### src/common/ksPkg.sv
/*
 * Shared definitions for the page-fail front end
 * Micro-operation and dispatch code enums
 * Page table and interval timer sizing constants
 */

`default_nettype none

package ksPkg;

   //////////////////////////////////////////////////
   // Sizing
   //////////////////////////////////////////////////

   // Virtual page number width
   localparam int pageBits = 4;

   // Entries in the page table
   localparam int pageCount = 1 << pageBits;

   // Enabled cycles between timer interrupts
   localparam int timerPeriod = 64;

   // Interval counter width
   localparam int timerBits = $clog2(timerPeriod);

   //////////////////////////////////////////////////
   // Micro-operations
   //////////////////////////////////////////////////

   // Stand-in for the control store and dispatch ROM fields
   typedef enum logic [2:0] {
      opNop    = 3'd0,
      // Instruction fetch, opens the interrupt window
      opFetch  = 3'd1,
      opRead   = 3'd2,
      opWrite  = 3'd3,
      // Write-test cycle
      opWrTest = 3'd4,
      // Clears the dispatch register
      opMemClr = 3'd5
   } uOpT;

   //////////////////////////////////////////////////
   // Page-fail dispatch codes
   //////////////////////////////////////////////////

   // Codes 3 and 7 (bad data) never produced
   typedef enum logic [3:0] {
      dispNone       = 4'd0,
      dispIntr       = 4'd1,
      dispNxm        = 4'd5,
      dispWriteFail  = 4'd8,
      dispTimPagFail = 4'd9,
      dispInvalid    = 4'd10,
      dispMismatch   = 4'd11
   } dispT;

endpackage

`default_nettype wire
### src/design/pfUnit.sv
/*
 * Page-fail unit top level
 * Decoder, page table, interval timer and dispatch block
 */

`timescale 1ns/1ns
`default_nettype none

module pfUnit
   import ksPkg::*;
(
   input  wire                clk,
   input  wire                rst,
   input  wire                clken,
   input  wire uOpT           microOp,
   // Virtual address bits, held by the environment
   input  wire                vmaUser,
   input  wire                vmaPhys,
   input  wire                vmaAcRef,
   input  wire [pageBits-1:0] vmaPage,
   input  wire                pageEnable,
   // Interrupt levels
   input  wire                piIntr,
   input  wire                nxmIntr,
   // Page table write port
   input  wire                ptWrReq,
   input  wire [pageBits-1:0] ptWrPage,
   input  wire                ptWrValid,
   input  wire                ptWrUser,
   input  wire                ptWrWriteable,
   output logic               ptWrAck,
   output logic               pageFail,
   output dispT               dispPf
);

   // Decode outputs
   logic memCycle;
   logic fetchCycle;
   logic memClr;
   logic wrTest;
   // Flags of the current page
   logic pageValid;
   logic pageUser;
   logic pageWriteable;
   // Timer loop
   logic timerIntr;
   logic intrTaken;

   memCycleDecode i_memCycleDecode (
      .microOp    (microOp),
      .memCycle   (memCycle),
      .fetchCycle (fetchCycle),
      .memClr     (memClr),
      .wrTest     (wrTest)
   );

   pageTable i_pageTable (
      .clk           (clk),
      .rst           (rst),
      .ptWrReq       (ptWrReq),
      .ptWrPage      (ptWrPage),
      .ptWrValid     (ptWrValid),
      .ptWrUser      (ptWrUser),
      .ptWrWriteable (ptWrWriteable),
      .ptWrAck       (ptWrAck),
      .vmaPage       (vmaPage),
      .pageValid     (pageValid),
      .pageUser      (pageUser),
      .pageWriteable (pageWriteable)
   );

   intervalTimer i_intervalTimer (
      .clk       (clk),
      .rst       (rst),
      .clken     (clken),
      .intrTaken (intrTaken),
      .timerIntr (timerIntr)
   );

   pageFailDispatch i_pageFailDispatch (
      .clk           (clk),
      .rst           (rst),
      .clken         (clken),
      .memCycle      (memCycle),
      .fetchCycle    (fetchCycle),
      .memClr        (memClr),
      .wrTest        (wrTest),
      .pageEnable    (pageEnable),
      .vmaUser       (vmaUser),
      .vmaPhys       (vmaPhys),
      .vmaAcRef      (vmaAcRef),
      .pageValid     (pageValid),
      .pageUser      (pageUser),
      .pageWriteable (pageWriteable),
      .timerIntr     (timerIntr),
      .piIntr        (piIntr),
      .nxmIntr       (nxmIntr),
      .pageFail      (pageFail),
      .dispPf        (dispPf),
      .intrTaken     (intrTaken)
   );

endmodule

`default_nettype wire

### src/design/pageFailDispatch.sv
/*
 * Page-fail and interrupt dispatch
 * Page-fail and interrupt windows, fault qualification,
 * cause priority and the registered dispatch code
 */

`timescale 1ns/1ns
`default_nettype none

module pageFailDispatch
   import ksPkg::*;
(
   input  wire   clk,
   input  wire   rst,
   input  wire   clken,
   // From the decoder
   input  wire   memCycle,
   input  wire   fetchCycle,
   input  wire   memClr,
   input  wire   wrTest,
   // Paging control and address bits
   input  wire   pageEnable,
   input  wire   vmaUser,
   input  wire   vmaPhys,
   input  wire   vmaAcRef,
   // Page table flags for the current page
   input  wire   pageValid,
   input  wire   pageUser,
   input  wire   pageWriteable,
   // Interrupt levels
   input  wire   timerIntr,
   input  wire   piIntr,
   input  wire   nxmIntr,
   output logic  pageFail,
   output dispT  dispPf,
   output logic  intrTaken
);

   logic pfEn;
   logic wrTestQ;
   logic intrEn;
   logic pagedRef;
   logic pageInvalid;
   logic pageMismatch;
   logic pageWriteFail;
   dispT dispNext;

   //////////////////////////////////////////////////
   // Windows
   //////////////////////////////////////////////////

   // Page-fail window lasts one enabled cycle, never two in a row
   // Write-test qualifier captured with the opcode that opens it
   always_ff @(posedge clk or posedge rst)
   begin
      if (rst)
      begin
         pfEn    <= 1'b0;
         wrTestQ <= 1'b0;
         intrEn  <= 1'b0;
      end
      else if (clken)
      begin
         pfEn    <= ~pfEn & memCycle;
         wrTestQ <= ~pfEn & wrTest;
         // Interrupts only seen after an instruction fetch
         intrEn  <= fetchCycle;
      end
   end

   //////////////////////////////////////////////////
   // Fault qualification
   //////////////////////////////////////////////////

   // Physical and AC references bypass the pager
   assign pagedRef      = pageEnable & ~vmaPhys & ~vmaAcRef;
   assign pageInvalid   = pagedRef & ~pageValid;
   assign pageMismatch  = pagedRef & (vmaUser != pageUser);
   assign pageWriteFail = pagedRef & wrTestQ & ~pageWriteable;

   // Timer wins only when NXM and PI are both quiet
   assign intrTaken = intrEn & ~nxmIntr & ~piIntr & timerIntr;

   //////////////////////////////////////////////////
   // Cause priority
   //////////////////////////////////////////////////

   always_comb
   begin
      pageFail = 1'b1;
      dispNext = dispNone;
      if (intrEn & nxmIntr)
         dispNext = dispNxm;
      else if (intrEn & piIntr)
         dispNext = dispIntr;
      else if (intrTaken & pageInvalid)
         dispNext = dispTimPagFail;
      else if (intrTaken)
         dispNext = dispIntr;
      else if (pfEn & pageInvalid)
         dispNext = dispInvalid;
      else if (pfEn & pageMismatch)
         dispNext = dispMismatch;
      else if (pfEn & pageWriteFail)
         dispNext = dispWriteFail;
      else
         pageFail = 1'b0;
   end

   // Dispatch register, a new failure beats memory clear
   always_ff @(posedge clk or posedge rst)
   begin
      if (rst)
         dispPf <= dispNone;
      else if (clken)
      begin
         if (pageFail)
            dispPf <= dispNext;
         else if (memClr)
            dispPf <= dispNone;
      end
   end

endmodule

`default_nettype wire

### src/design/intervalTimer.sv
/*
 * Interval timer
 * Counts enabled cycles, raises a pending timer interrupt
 */

`timescale 1ns/1ns
`default_nettype none

module intervalTimer
   import ksPkg::*;
(
   input  wire  clk,
   input  wire  rst,
   input  wire  clken,
   // Timer chosen as the dispatch cause
   input  wire  intrTaken,
   output logic timerIntr
);

   logic [timerBits-1:0] count;

   // Counter parks at zero while the interrupt is pending
   always_ff @(posedge clk or posedge rst)
   begin
      if (rst)
      begin
         count     <= '0;
         timerIntr <= 1'b0;
      end
      else if (clken)
      begin
         if (timerIntr)
         begin
            // Taking the interrupt restarts the interval
            if (intrTaken)
               timerIntr <= 1'b0;
         end
         else if (count == timerBits'(timerPeriod - 1))
         begin
            timerIntr <= 1'b1;
            count     <= '0;
         end
         else
            count <= count + 1'b1;
      end
   end

endmodule

`default_nettype wire

### src/design/memCycleDecode.sv
/*
 * Micro-operation decode
 * Memory cycle, fetch, memory clear and write-test indications
 */

`timescale 1ns/1ns
`default_nettype none

module memCycleDecode
   import ksPkg::*;
(
   input  wire uOpT microOp,
   output logic     memCycle,
   output logic     fetchCycle,
   output logic     memClr,
   output logic     wrTest
);

   // New opcodes only need an entry here
   always_comb
   begin
      memCycle   = 1'b0;
      fetchCycle = 1'b0;
      memClr     = 1'b0;
      wrTest     = 1'b0;
      case (microOp)
         opFetch:
            fetchCycle = 1'b1;
         opRead,
         opWrite:
            memCycle = 1'b1;
         opWrTest:
         begin
            // Memory cycle that also checks write permission
            memCycle = 1'b1;
            wrTest   = 1'b1;
         end
         opMemClr:
            memClr = 1'b1;
         // opNop and unused codes do nothing
         default:
            ;
      endcase
   end

endmodule

`default_nettype wire

### src/pager/pageTable.sv
/*
 * Page flag store
 * Four-phase req/ack write port
 * Combinational lookup of the current virtual page
 */

`timescale 1ns/1ns
`default_nettype none

module pageTable
   import ksPkg::*;
(
   input  wire                clk,
   input  wire                rst,
   // Write port
   input  wire                ptWrReq,
   input  wire [pageBits-1:0] ptWrPage,
   input  wire                ptWrValid,
   input  wire                ptWrUser,
   input  wire                ptWrWriteable,
   output logic               ptWrAck,
   // Lookup port
   input  wire [pageBits-1:0] vmaPage,
   output logic               pageValid,
   output logic               pageUser,
   output logic               pageWriteable
);

   // One flag bit per page in each vector
   logic [pageCount-1:0] validBits;
   logic [pageCount-1:0] userBits;
   logic [pageCount-1:0] writeableBits;

   // Write once per request, on the edge that raises ack
   logic wrStrobe;

   assign wrStrobe = ptWrReq & ~ptWrAck;

   //////////////////////////////////////////////////
   // Handshake and valid bits
   //////////////////////////////////////////////////

   // Ack follows req by one edge, no clock enable here
   always_ff @(posedge clk or posedge rst)
   begin
      if (rst)
      begin
         ptWrAck   <= 1'b0;
         validBits <= '0;
      end
      else
      begin
         ptWrAck <= ptWrReq;
         if (wrStrobe)
            validBits[ptWrPage] <= ptWrValid;
      end
   end

   // Mode and write permission
   always_ff @(posedge clk)
   begin
      if (wrStrobe)
      begin
         userBits[ptWrPage]      <= ptWrUser;
         writeableBits[ptWrPage] <= ptWrWriteable;
      end
   end

   // Zero-latency lookup
   assign pageValid     = validBits[vmaPage];
   assign pageUser      = userBits[vmaPage];
   assign pageWriteable = writeableBits[vmaPage];

endmodule

`default_nettype wire

### config.mk
export PLATFORM = sky130hd
export DESIGN_NAME = pfUnit
export DESIGN_NICKNAME = d
export VERILOG_FILES = /design/src/common/ksPkg.sv /design/src/design/pfUnit.sv /design/src/design/pageFailDispatch.sv /design/src/design/intervalTimer.sv /design/src/design/memCycleDecode.sv /design/src/pager/pageTable.sv
export SDC_FILE = /design/constraint.sdc
export NUM_CORES = 1
export LEC_CHECK = 0
export BUFFER_PORTS_ARGS = -buffer_cell sky130_fd_sc_hd__buf_4
export CAP_MARGIN = 15
export CORE_ASPECT_RATIO = 1.1
export CORE_MARGIN = 2
export CORE_UTILIZATION = 60
export CTS_CLUSTER_DIAMETER = 60
export DETAILED_ROUTE_END_ITERATION = 10
export PLACE_DENSITY = 0.81
export SLEW_MARGIN = 25
export SYNTH_ARGS = -nofsm -noshare
export SYNTH_HDL_FRONTEND = slang
export SYNTH_HIERARCHICAL = 1
export SYNTH_SLANG_ARGS = --single-unit
### constraint.sdc
create_clock -name clk -period 7 [get_ports clk]
set_clock_uncertainty 0.2 [all_clocks]
set_input_delay 0.35 -clock clk [delete_from_list [all_inputs] [get_ports clk]]
set_output_delay 0.35 -clock clk [all_outputs]
set_load 0.03 [all_outputs]
==> results of run 1 <==
==> sequential cells by signal, summed over array words and instances (netlist names), 4 cells and up <==
name / cells
i_pageTable/validBits: 16
i_pageTable/writeableBits: 16
i_intervalTimer/count: 6
i_pageFailDispatch/dispPf: 4
i_pageTable/userBits: 16
==> cell families (layout without fill, tap and decap cells) <==
| family | after synthesis | count (layout) | share of synthesized area (%) |
|---|---|---|---|
| DFF | 63 | 63 | 60.40 |
| AOI/OAI and AO/OA | 24 | 24 | 6.615 |
| and+or+nand+nor | 66 | 66 | 13.36 |
| xor gates and xnor gates | 3 | 3 | 1.175 |
| buffers and inverters | 10 | 54 | 1.436 |
| adders and majority gates | 1 | 1 | 0.4351 |
| muxes | 30 | 30 | 16.58 |
==> power breakdown <==
group | internal, uW | switching (uW) | leakage [uW]
combinational | 72.0 | 72.6 | 0.000557
clock | 126 | 124 | 0.0000788
sequential | 433 | 34.6 | 0.000679
==> metal layers <==
metal | up-vias | part of all wire [%]
li1 | 832 | -
met1 | 869 | 44
met2 | 55 | 49
met3 | 10 | 5.1
met4 | 0 | 2.0
met5 | - | 0
==> worst paths after layout <==
| path | slack (ns) | to | depth (start not counted) |
|---|---|---|---|
| hold reg to reg | 0.28 | i_pageTable/validBits[9] | 1 |
| min in group asynchronous | 0.32 | i_intervalTimer/timerIntr | 3 |
| hold / removal | 0.11 | i_pageFailDispatch/wrTestQ | 4 |
| setup reg to reg | 4.53 | i_pageFailDispatch/dispPf[1] | 7 |
| setup / recovery | 4.16 | pageFail | 8 |
| max in group asynchronous | 5.67 | i_pageTable/validBits[8] | 3 |
==> cell usage in the layout (no fill, tap or decap), types with 3 or more instances in the layout <==
| master | count |
|---|---|
| mux2_1 | 16 |
| nand4bb_1 | 3 |
| dfrtp_1 | 31 |
| nor2_2 | 3 |
| o31ai_1 | 4 |
| inv_1 | 7 |
| edfxtp_1 | 32 |
| nand2b_1 | 3 |
| a22oi_1 | 3 |
| mux4_2 | 12 |
| nor2_1 | 13 |
| clkbuf_1 | 4 |
| buf_4 | 29 |
| o21ai_0 | 6 |
| nor2b_1 | 3 |
| nand3_1 | 8 |
| clkbuf_8 | 9 |
| nand2_1 | 17 |
| nor3_1 | 3 |
==> metrics by stage <==
| stage | std cells | setup WS, ns |
|---|---|---|
| after CTS | 297 | 4.154 |
| final | 297 | 4.165 |
| after floorplan | 197 | 4.394 |
| after global placement | 279 | 4.238 |
| after global routing | 297 | 4.025 |
| after detailed placement | 279 | 4.210 |
==> critical path: cells and delay by family, from the launching register on <==
family,cells,cell delay (ns)
flip-flops,1,0.37
AND/OR/NAND/NOR,3,0.36
multiplexers,1,0.47
AO/OA/AOI/OAI,2,0.35
buffers and inverters,1,0.16
XOR/XNOR,1,0.23
==> layout make-up <==
cell class | instances | area, um^2
clock buffer | 13 | 138.9
clock inverter | 3 | 13.76
fill | 325 | 1299
inverter | 7 | 26.28
multi-input combinational | 124 | 1097
sequential | 63 | 1737
tap | 56 | 70.07
timing repair buffer | 31 | 237.7
==> results.tsv, run 1 <==
stage	metric	value	unit
grt	Overflow after GRT	0	
grt	grt met1 use	28.21	%
critical_path	worst-path cell chain	mux4_2 -> a22oi_1 -> nand3_1 -> xnor2_2 -> a31oi_2 -> nor2_1 -> nand2_1 -> buf_4	
finish	finished layout cell area	3321	um^2
critical_path	Worst Path Required	6.45	ns
min_path	worst hold start	microOp[0]	
run_status	run status	complete, no violations	
synthesis	syn nets	222	
clock_network	CTS tree	built	
timing	Worst Tran Pin Value	0.6695	ns
finish	Final #Nets	261	
clock_network	H-tree depth	3	
timing	Tmin final	2.835	ns
placement	GPL Wtd Cong	0.8959	
pwr	Peak VDD IR	183.4	uV
grt	first-pass GRT wire length	8.749	mm
min_path	worst hold path class	input pin to flop	
die	Initial Util	62.24	%
timing	Rel. slew slack	55.32	%
route	Via-to-Cell Ratio	5.946	
route	Routed Wire Length	5.240	mm
timing	fmax	352.7	MHz
synthesis	cell with the most instances after synthesis	edfxtp_1	
clock_network	Post-CTS Hold Fix Bufs	2	
finish	Area growth, synth to finish	15.49	%
die	IO Pins	30	
synthesis	post-synthesis register bit count	63	
grt	vias in the first global route	1818	
clock_network	Clock Latency Late Sink	0.33	ns
clock_network	Root Driver	clkbuf_8	
critical_path	Largest stage delay, worst path	0.47	ns
route	# DRC	0	
timing	final-report setup violation count	0	
timing	final hold violations	0	
critical_path	Startpoint Class	flop	
pwr	pwr dens	259.7	nW/um^2
grt	largest net degree at the start of global routing	18	
synthesis	Synth top area share	33.42	%
clock_network	CTS sink cnt	63	
synthesis	Yosys top cell by area	edfxtp_1	
critical_path	worst r2r src	i_pageTable/userBits[3]	
clock_network	CTS buffer count	9	
critical_path	Critical Path Sink Type	output pin	
synthesis	top cells by area, synth	edfxtp_1 (33%), dfrtp_1 (27%), mux4_2 (9.4%), mux2_1 (6.3%), nand2_1 (2.2%)	
synthesis	Async SR Flop Fraction	49.21	%
grt	initial antenna violation count	0	
timing	Worst Hold Slack	0.1093	ns
route	Vias	1766	
clock_network	# resized after CTS	0	
route	DR pass1 iterations	4	
synthesis	Seq/Total Area, Yosys	60.40	%
synthesis	Synth top cells by count	edfxtp_1 (32), dfrtp_1 (31), nand2_1 (17)	
critical_path	crit path max-delay cell type	mux4_2	
critical_path	CP Data Arrival Time	2.29	ns
route	DRT antenna net count	0	
placement	DP Area	3148	um^2
synthesis	Ys Warns	6	
die	Rows	26	
die	die area	5363	um^2
synthesis	ys flop type	edfxtp_1	
timing	RSZ-0062 raised after global routing	no	
clock_network	setup bufs post-CTS	0	
finish	Ant. Diodes	0	
synthesis	Mapped Area	2875	um^2
placement	hpwl dp	3.762	mm
route	drt first-iter violations	77	
grt	GR Layer Usage met2	34.86	%
synthesis	Post-Syn Instances	197	
timing	max-slew violations	0	
grt	global-route layer with the greatest usage	met2	
critical_path	CP max FO	3	
finish	share of cells above drive strength 1	27.39	%
synthesis	syn avg cell area	14.60	um^2
die	die height	76.61	um
clock_network	Clock Tree Buf Depth	2	
critical_path	kind of critical path	flop to output pin	
synthesis	EDFF count, synth	32	
grt	Total GRT Usage	22.02	%
die	Core Region	4619	um^2
pwr	Leakage Power	0.001314	uW
finish	final core occ	71.89	%
flow_run	max_cap viols	0	
timing	final worst path period share	40.51	%
grt	met3 Use GR	7.275	%
clock_network	Worst-path clk slew	0.07	ns
placement	I/O Buffers	29	
pwr	Tot Pwr	862.3	uW
route	routed len/inst	17.64	um
critical_path	Worst Setup SP	i_pageTable/userBits[3]	
synthesis	distinct cell type count after synthesis	47	
timing	TNS Setup	0	ns
die	die width	70.01	um
No activity file was read; power rests on OpenSTA's default activity.
==> run 2: changes to the inputs <==
--- a/config.mk
+++ b/config.mk
@@ -5,14 +5,15 @@
 export SDC_FILE = /design/constraint.sdc
 export NUM_CORES = 1
 export LEC_CHECK = 0
+export ABC_AREA = 1
 export BUFFER_PORTS_ARGS = -buffer_cell sky130_fd_sc_hd__buf_4
 export CAP_MARGIN = 15
 export CORE_ASPECT_RATIO = 1.1
 export CORE_MARGIN = 2
-export CORE_UTILIZATION = 60
+export CORE_UTILIZATION = 53
 export CTS_CLUSTER_DIAMETER = 60
 export DETAILED_ROUTE_END_ITERATION = 10
-export PLACE_DENSITY = 0.81
+export PLACE_DENSITY = 0.75
 export SLEW_MARGIN = 25
 export SYNTH_ARGS = -nofsm -noshare
 export SYNTH_HDL_FRONTEND = slang
==> constraint.sdc (replaced) <==
create_clock -name clk -period 2.4 [get_ports clk]
set_clock_uncertainty 0.2 [all_clocks]
set_input_delay 0.12 -clock clk [delete_from_list [all_inputs] [get_ports clk]]
set_output_delay 0.12 -clock clk [all_outputs]
set_load 0.03 [all_outputs]
==> run 2 against run 1 <==
Clock power rose to 3.1 times the previous value. Non-clock buffer count rose by 17. Critical path depth is 4 higher. Clock-buffer cell count grew 1. Sequential power rose to 2.9 times the previous value. Largest cell class unchanged.
==> results.tsv, run 2 <==
stage	metric	value	unit
placement	GPL Wtd Cong	0.8110	
clock_network	CTS buffer count	9	
synthesis	Synth Area in Adders	0.3864	%
route	Vias	2684	
synthesis	ys flop type	edfxtp_1	
min_path	WHS Path Cells	6	
timing	final hold violations	0	
synthesis	syn avg cell area	7.937	um^2
finish	Final #Nets	483	
timing	max-slew violations	0	
critical_path	CP max FO	3	
synthesis	Mapped Area	3238	um^2
flow_run	max_cap viols	0	
synthesis	Post-Syn Instances	408	
synthesis	Synth top area share	29.68	%
finish	share of cells above drive strength 1	15.98	%
synthesis	Synth Area in Simple Gates	29.33	%
timing	RSZ-0062 raised after global routing	no	
critical_path	crit path max-delay cell type	dfrtp_1	
synthesis	distinct cell type count after synthesis	25	
placement	hpwl dp	4.733	mm
finish	Reg area	1737	um^2
synthesis	top cells by area, synth	edfxtp_1 (30%), dfrtp_1 (24%), nand2_1 (16%), inv_1 (9.5%), nand3_1 (7.3%)	
timing	Tmin final	2.098	ns
grt	vias in the first global route	2466	
route	DRT antenna net count	0	
grt	largest net degree at the start of global routing	26	
critical_path	CP Data Arrival Time	1.78	ns
die	IO Pins	30	
min_path	worst hold start	microOp[0]	
grt	initial antenna violation count	0	
synthesis	Synth top cells by count	nand2_1 (138), inv_1 (82), nand3_1 (47)	
synthesis	Seq/Total Area, Yosys	53.63	%
synthesis	Async SR Flop Fraction	49.21	%
timing	TNS Setup	0	ns
clock_network	CTS sink cnt	63	
pwr	Leakage Power	0.002057	uW
critical_path	setup slack, reg-to-reg	0.49	ns
synthesis	Yosys top cell by area	edfxtp_1	
grt	Total GRT Usage	21.94	%
finish	Non-Filler Instances	540	
pwr	Peak VDD IR	582.8	uV
route	DR pass1 iterations	5	
placement	I/O Buffers	29	
clock_network	CTS tree	built	
critical_path	Largest stage delay, worst path	0.34	ns
grt	Overflow after GRT	0	
finish	commonest non-fill, non-tap cell in the layout	nand2_1	
route	Routed Wire Length	6.903	mm
min_path	Min-Delay Endpoint	i_pageFailDispatch/pfEn	
critical_path	Buf/Inv on CP	3	
critical_path	Startpoint Class	flop	
grt	first-pass GRT wire length	11.24	mm
synthesis	Ys Warns	6	
route	Via-to-Cell Ratio	4.970	
die	die area	6752	um^2
timing	Worst Hold Slack	0.02149	ns
critical_path	Critical Path Sink Type	output pin	
finish	Area growth, synth to finish	19.63	%
placement	Placed Cells	505	
finish	Top Registers	i_pageTable/userBits x16, i_pageTable/validBits x16, i_pageTable/writeableBits x16	
timing	Rel. slew slack	53.91	%
critical_path	kind of critical path	flop to output pin	
critical_path	Top delay family on crit path	simple AND/OR/NAND/NOR gates	
timing	final worst path period share	87.42	%
clock_network	H-tree depth	3	
die	die width	78.53	um
synthesis	post-synthesis register bit count	63	
finish	# fillers	499	
timing	final-report setup violation count	0	
synthesis	largest family of logic cells by synthesized area	simple AND/OR/NAND/NOR gates	
pwr	pwr dens	668.4	nW/um^2
clock_network	Root Driver	clkbuf_8	
synthesis	cell with the most instances after synthesis	nand2_1	
synthesis	mux share of post-synthesis cell area	0	%
synthesis	syn nets	433	
clock_network	Clock Latency Late Sink	0.33	ns
route	drt first-iter violations	178	
timing	fmax	476.6	MHz
clock_network	Clock Tree Buf Depth	2	
finish	commonest non-fill, non-tap cells in the layout	nand2_1 (137), inv_1 (82), nand3_1 (42)	
timing	Worst Tran Pin Value	0.6906	ns
synthesis	Synth Area in XOR/XNOR	0.2705	%
finish	multi-input logic area	1131	um^2
finish	Ant. Diodes	0	
die	Rows	29	
critical_path	Reg2Reg Depth	6	
die	Core Region	5842	um^2
critical_path	worst r2r src	i_pageTable/ptWrAck	
critical_path	worst-path cell chain	inv_1 -> nand2_1 -> nand3_1 -> nand3_1 -> nand3_1 -> nand2_1 -> inv_1 -> nor2_2 -> nor2_2 -> nor2_2 -> nand2_1 -> buf_4	
die	die height	85.98	um
critical_path	FF-to-FF End	i_pageTable/validBits[9]	
finish	final core occ	66.31	%
synthesis	Synth Area in Compound Gates	4.019	%
run_status	run status	complete, no violations	
min_path	worst hold path class	input pin to flop	
route	routed len/inst	12.78	um
die	Initial Util	55.43	%
clock_network	Worst-path clk slew	0.06	ns
critical_path	Worst Path Required	2.08	ns
synthesis	EDFF count, synth	32	
route	# DRC	0	
[run 2: cell types whose count changed after synthesis, moves of 4 or more]
cell / before / now
o31ai_1: 4 / 0
mux4_2: 12 / 0
mux2_1: 16 / 0
nand2_1: 17 / 138
inv_1: 7 / 82
nand3_1: 8 / 47
inv_2: 0 / 8
nor3_2: 0 / 4
nand2_2: 0 / 5
o21ai_1: 0 / 14
[run 2: power by group]
part	switching (uW)	internal [uW]
sequential	85.4	1250
combinational	292	189
clock	369	401
[run 2: worst max-delay path by stage]
| stage | depth (start not counted) | from | endpoint |
|---|---|---|---|
| after floorplan | 19 | vmaPage[0] | i_pageFailDispatch/dispPf[0] |
| after global placement | 17 | vmaPage[0] | i_pageFailDispatch/dispPf[0] |
| after detailed placement | 18 | vmaPage[0] | i_pageFailDispatch/dispPf[2] |
| after CTS | 17 | i_pageTable/userBits[5] | i_pageFailDispatch/dispPf[2] |
| after global routing | 14 | i_pageTable/userBits[9] | pageFail |
| final | 12 | i_pageTable/validBits[5] | pageFail |
[run 2: routing by layer]
metal	up-vias	wire, um	track usage (%)
met3	6	369	4.737
met1	1244	3181	30.19
met2	79	3260	33.95
met4	0	91	9.091
met5	-	0	0
li1	1355	-	-
[run 2: layout make-up]
| cell class | instances | share of cell area [%] |
|---|---|---|
| clock buffer | 14 | 3.941 |
| clock inverter | 2 | 0.2584 |
| inverter | 91 | 8.882 |
| multi-input combinational | 245 | 29.20 |
| sequential | 63 | 44.83 |
| tap | 77 | 2.487 |
| timing repair buffer | 48 | 10.40 |
[run 2: kinds of logic after synthesis]
| family | Yosys count |
|---|---|
| buffers and inverters | 100 |
| adder cells (fa/ha/maj) | 1 |
| AO/OA/AOI/OAI | 26 |
| flip-flops | 63 |
| XOR/XNOR | 1 |
| AND/OR/NAND/NOR | 217 |
[run 2: timing repair]
action / in CTS / in global routing
gates resized for setup: 0 / 7
buffers inserted: 0 / 2
hold endpoints to repair: 87 / 0
hold buffers: 18 / 0
setup endpoints to repair: 0 / 1
[run 2: tightest hold or removal path, cell delays in order]
cell     delay, ns
buf_4         0.08
nor2_1        0.03
nand2_1       0.07
nand2_1       0.05
nand3_1       0.06
o21ai_0       0.08
[run 2: metrics by stage]
| stage | setup WS [ns] | total power (uW) | instance area, um^2 |
|---|---|---|---|
| global route | 0.1282 | 2721 | 3874 |
| finish | 0.3019 | 2589 | 3874 |
| global placement | 0.3778 | 1782 | 3496 |
| detailed placement | 0.3043 | 1804 | 3496 |
| floorplan | 0.6654 | 1664 | 3238 |
| CTS | 0.01899 | 2599 | 3839 |
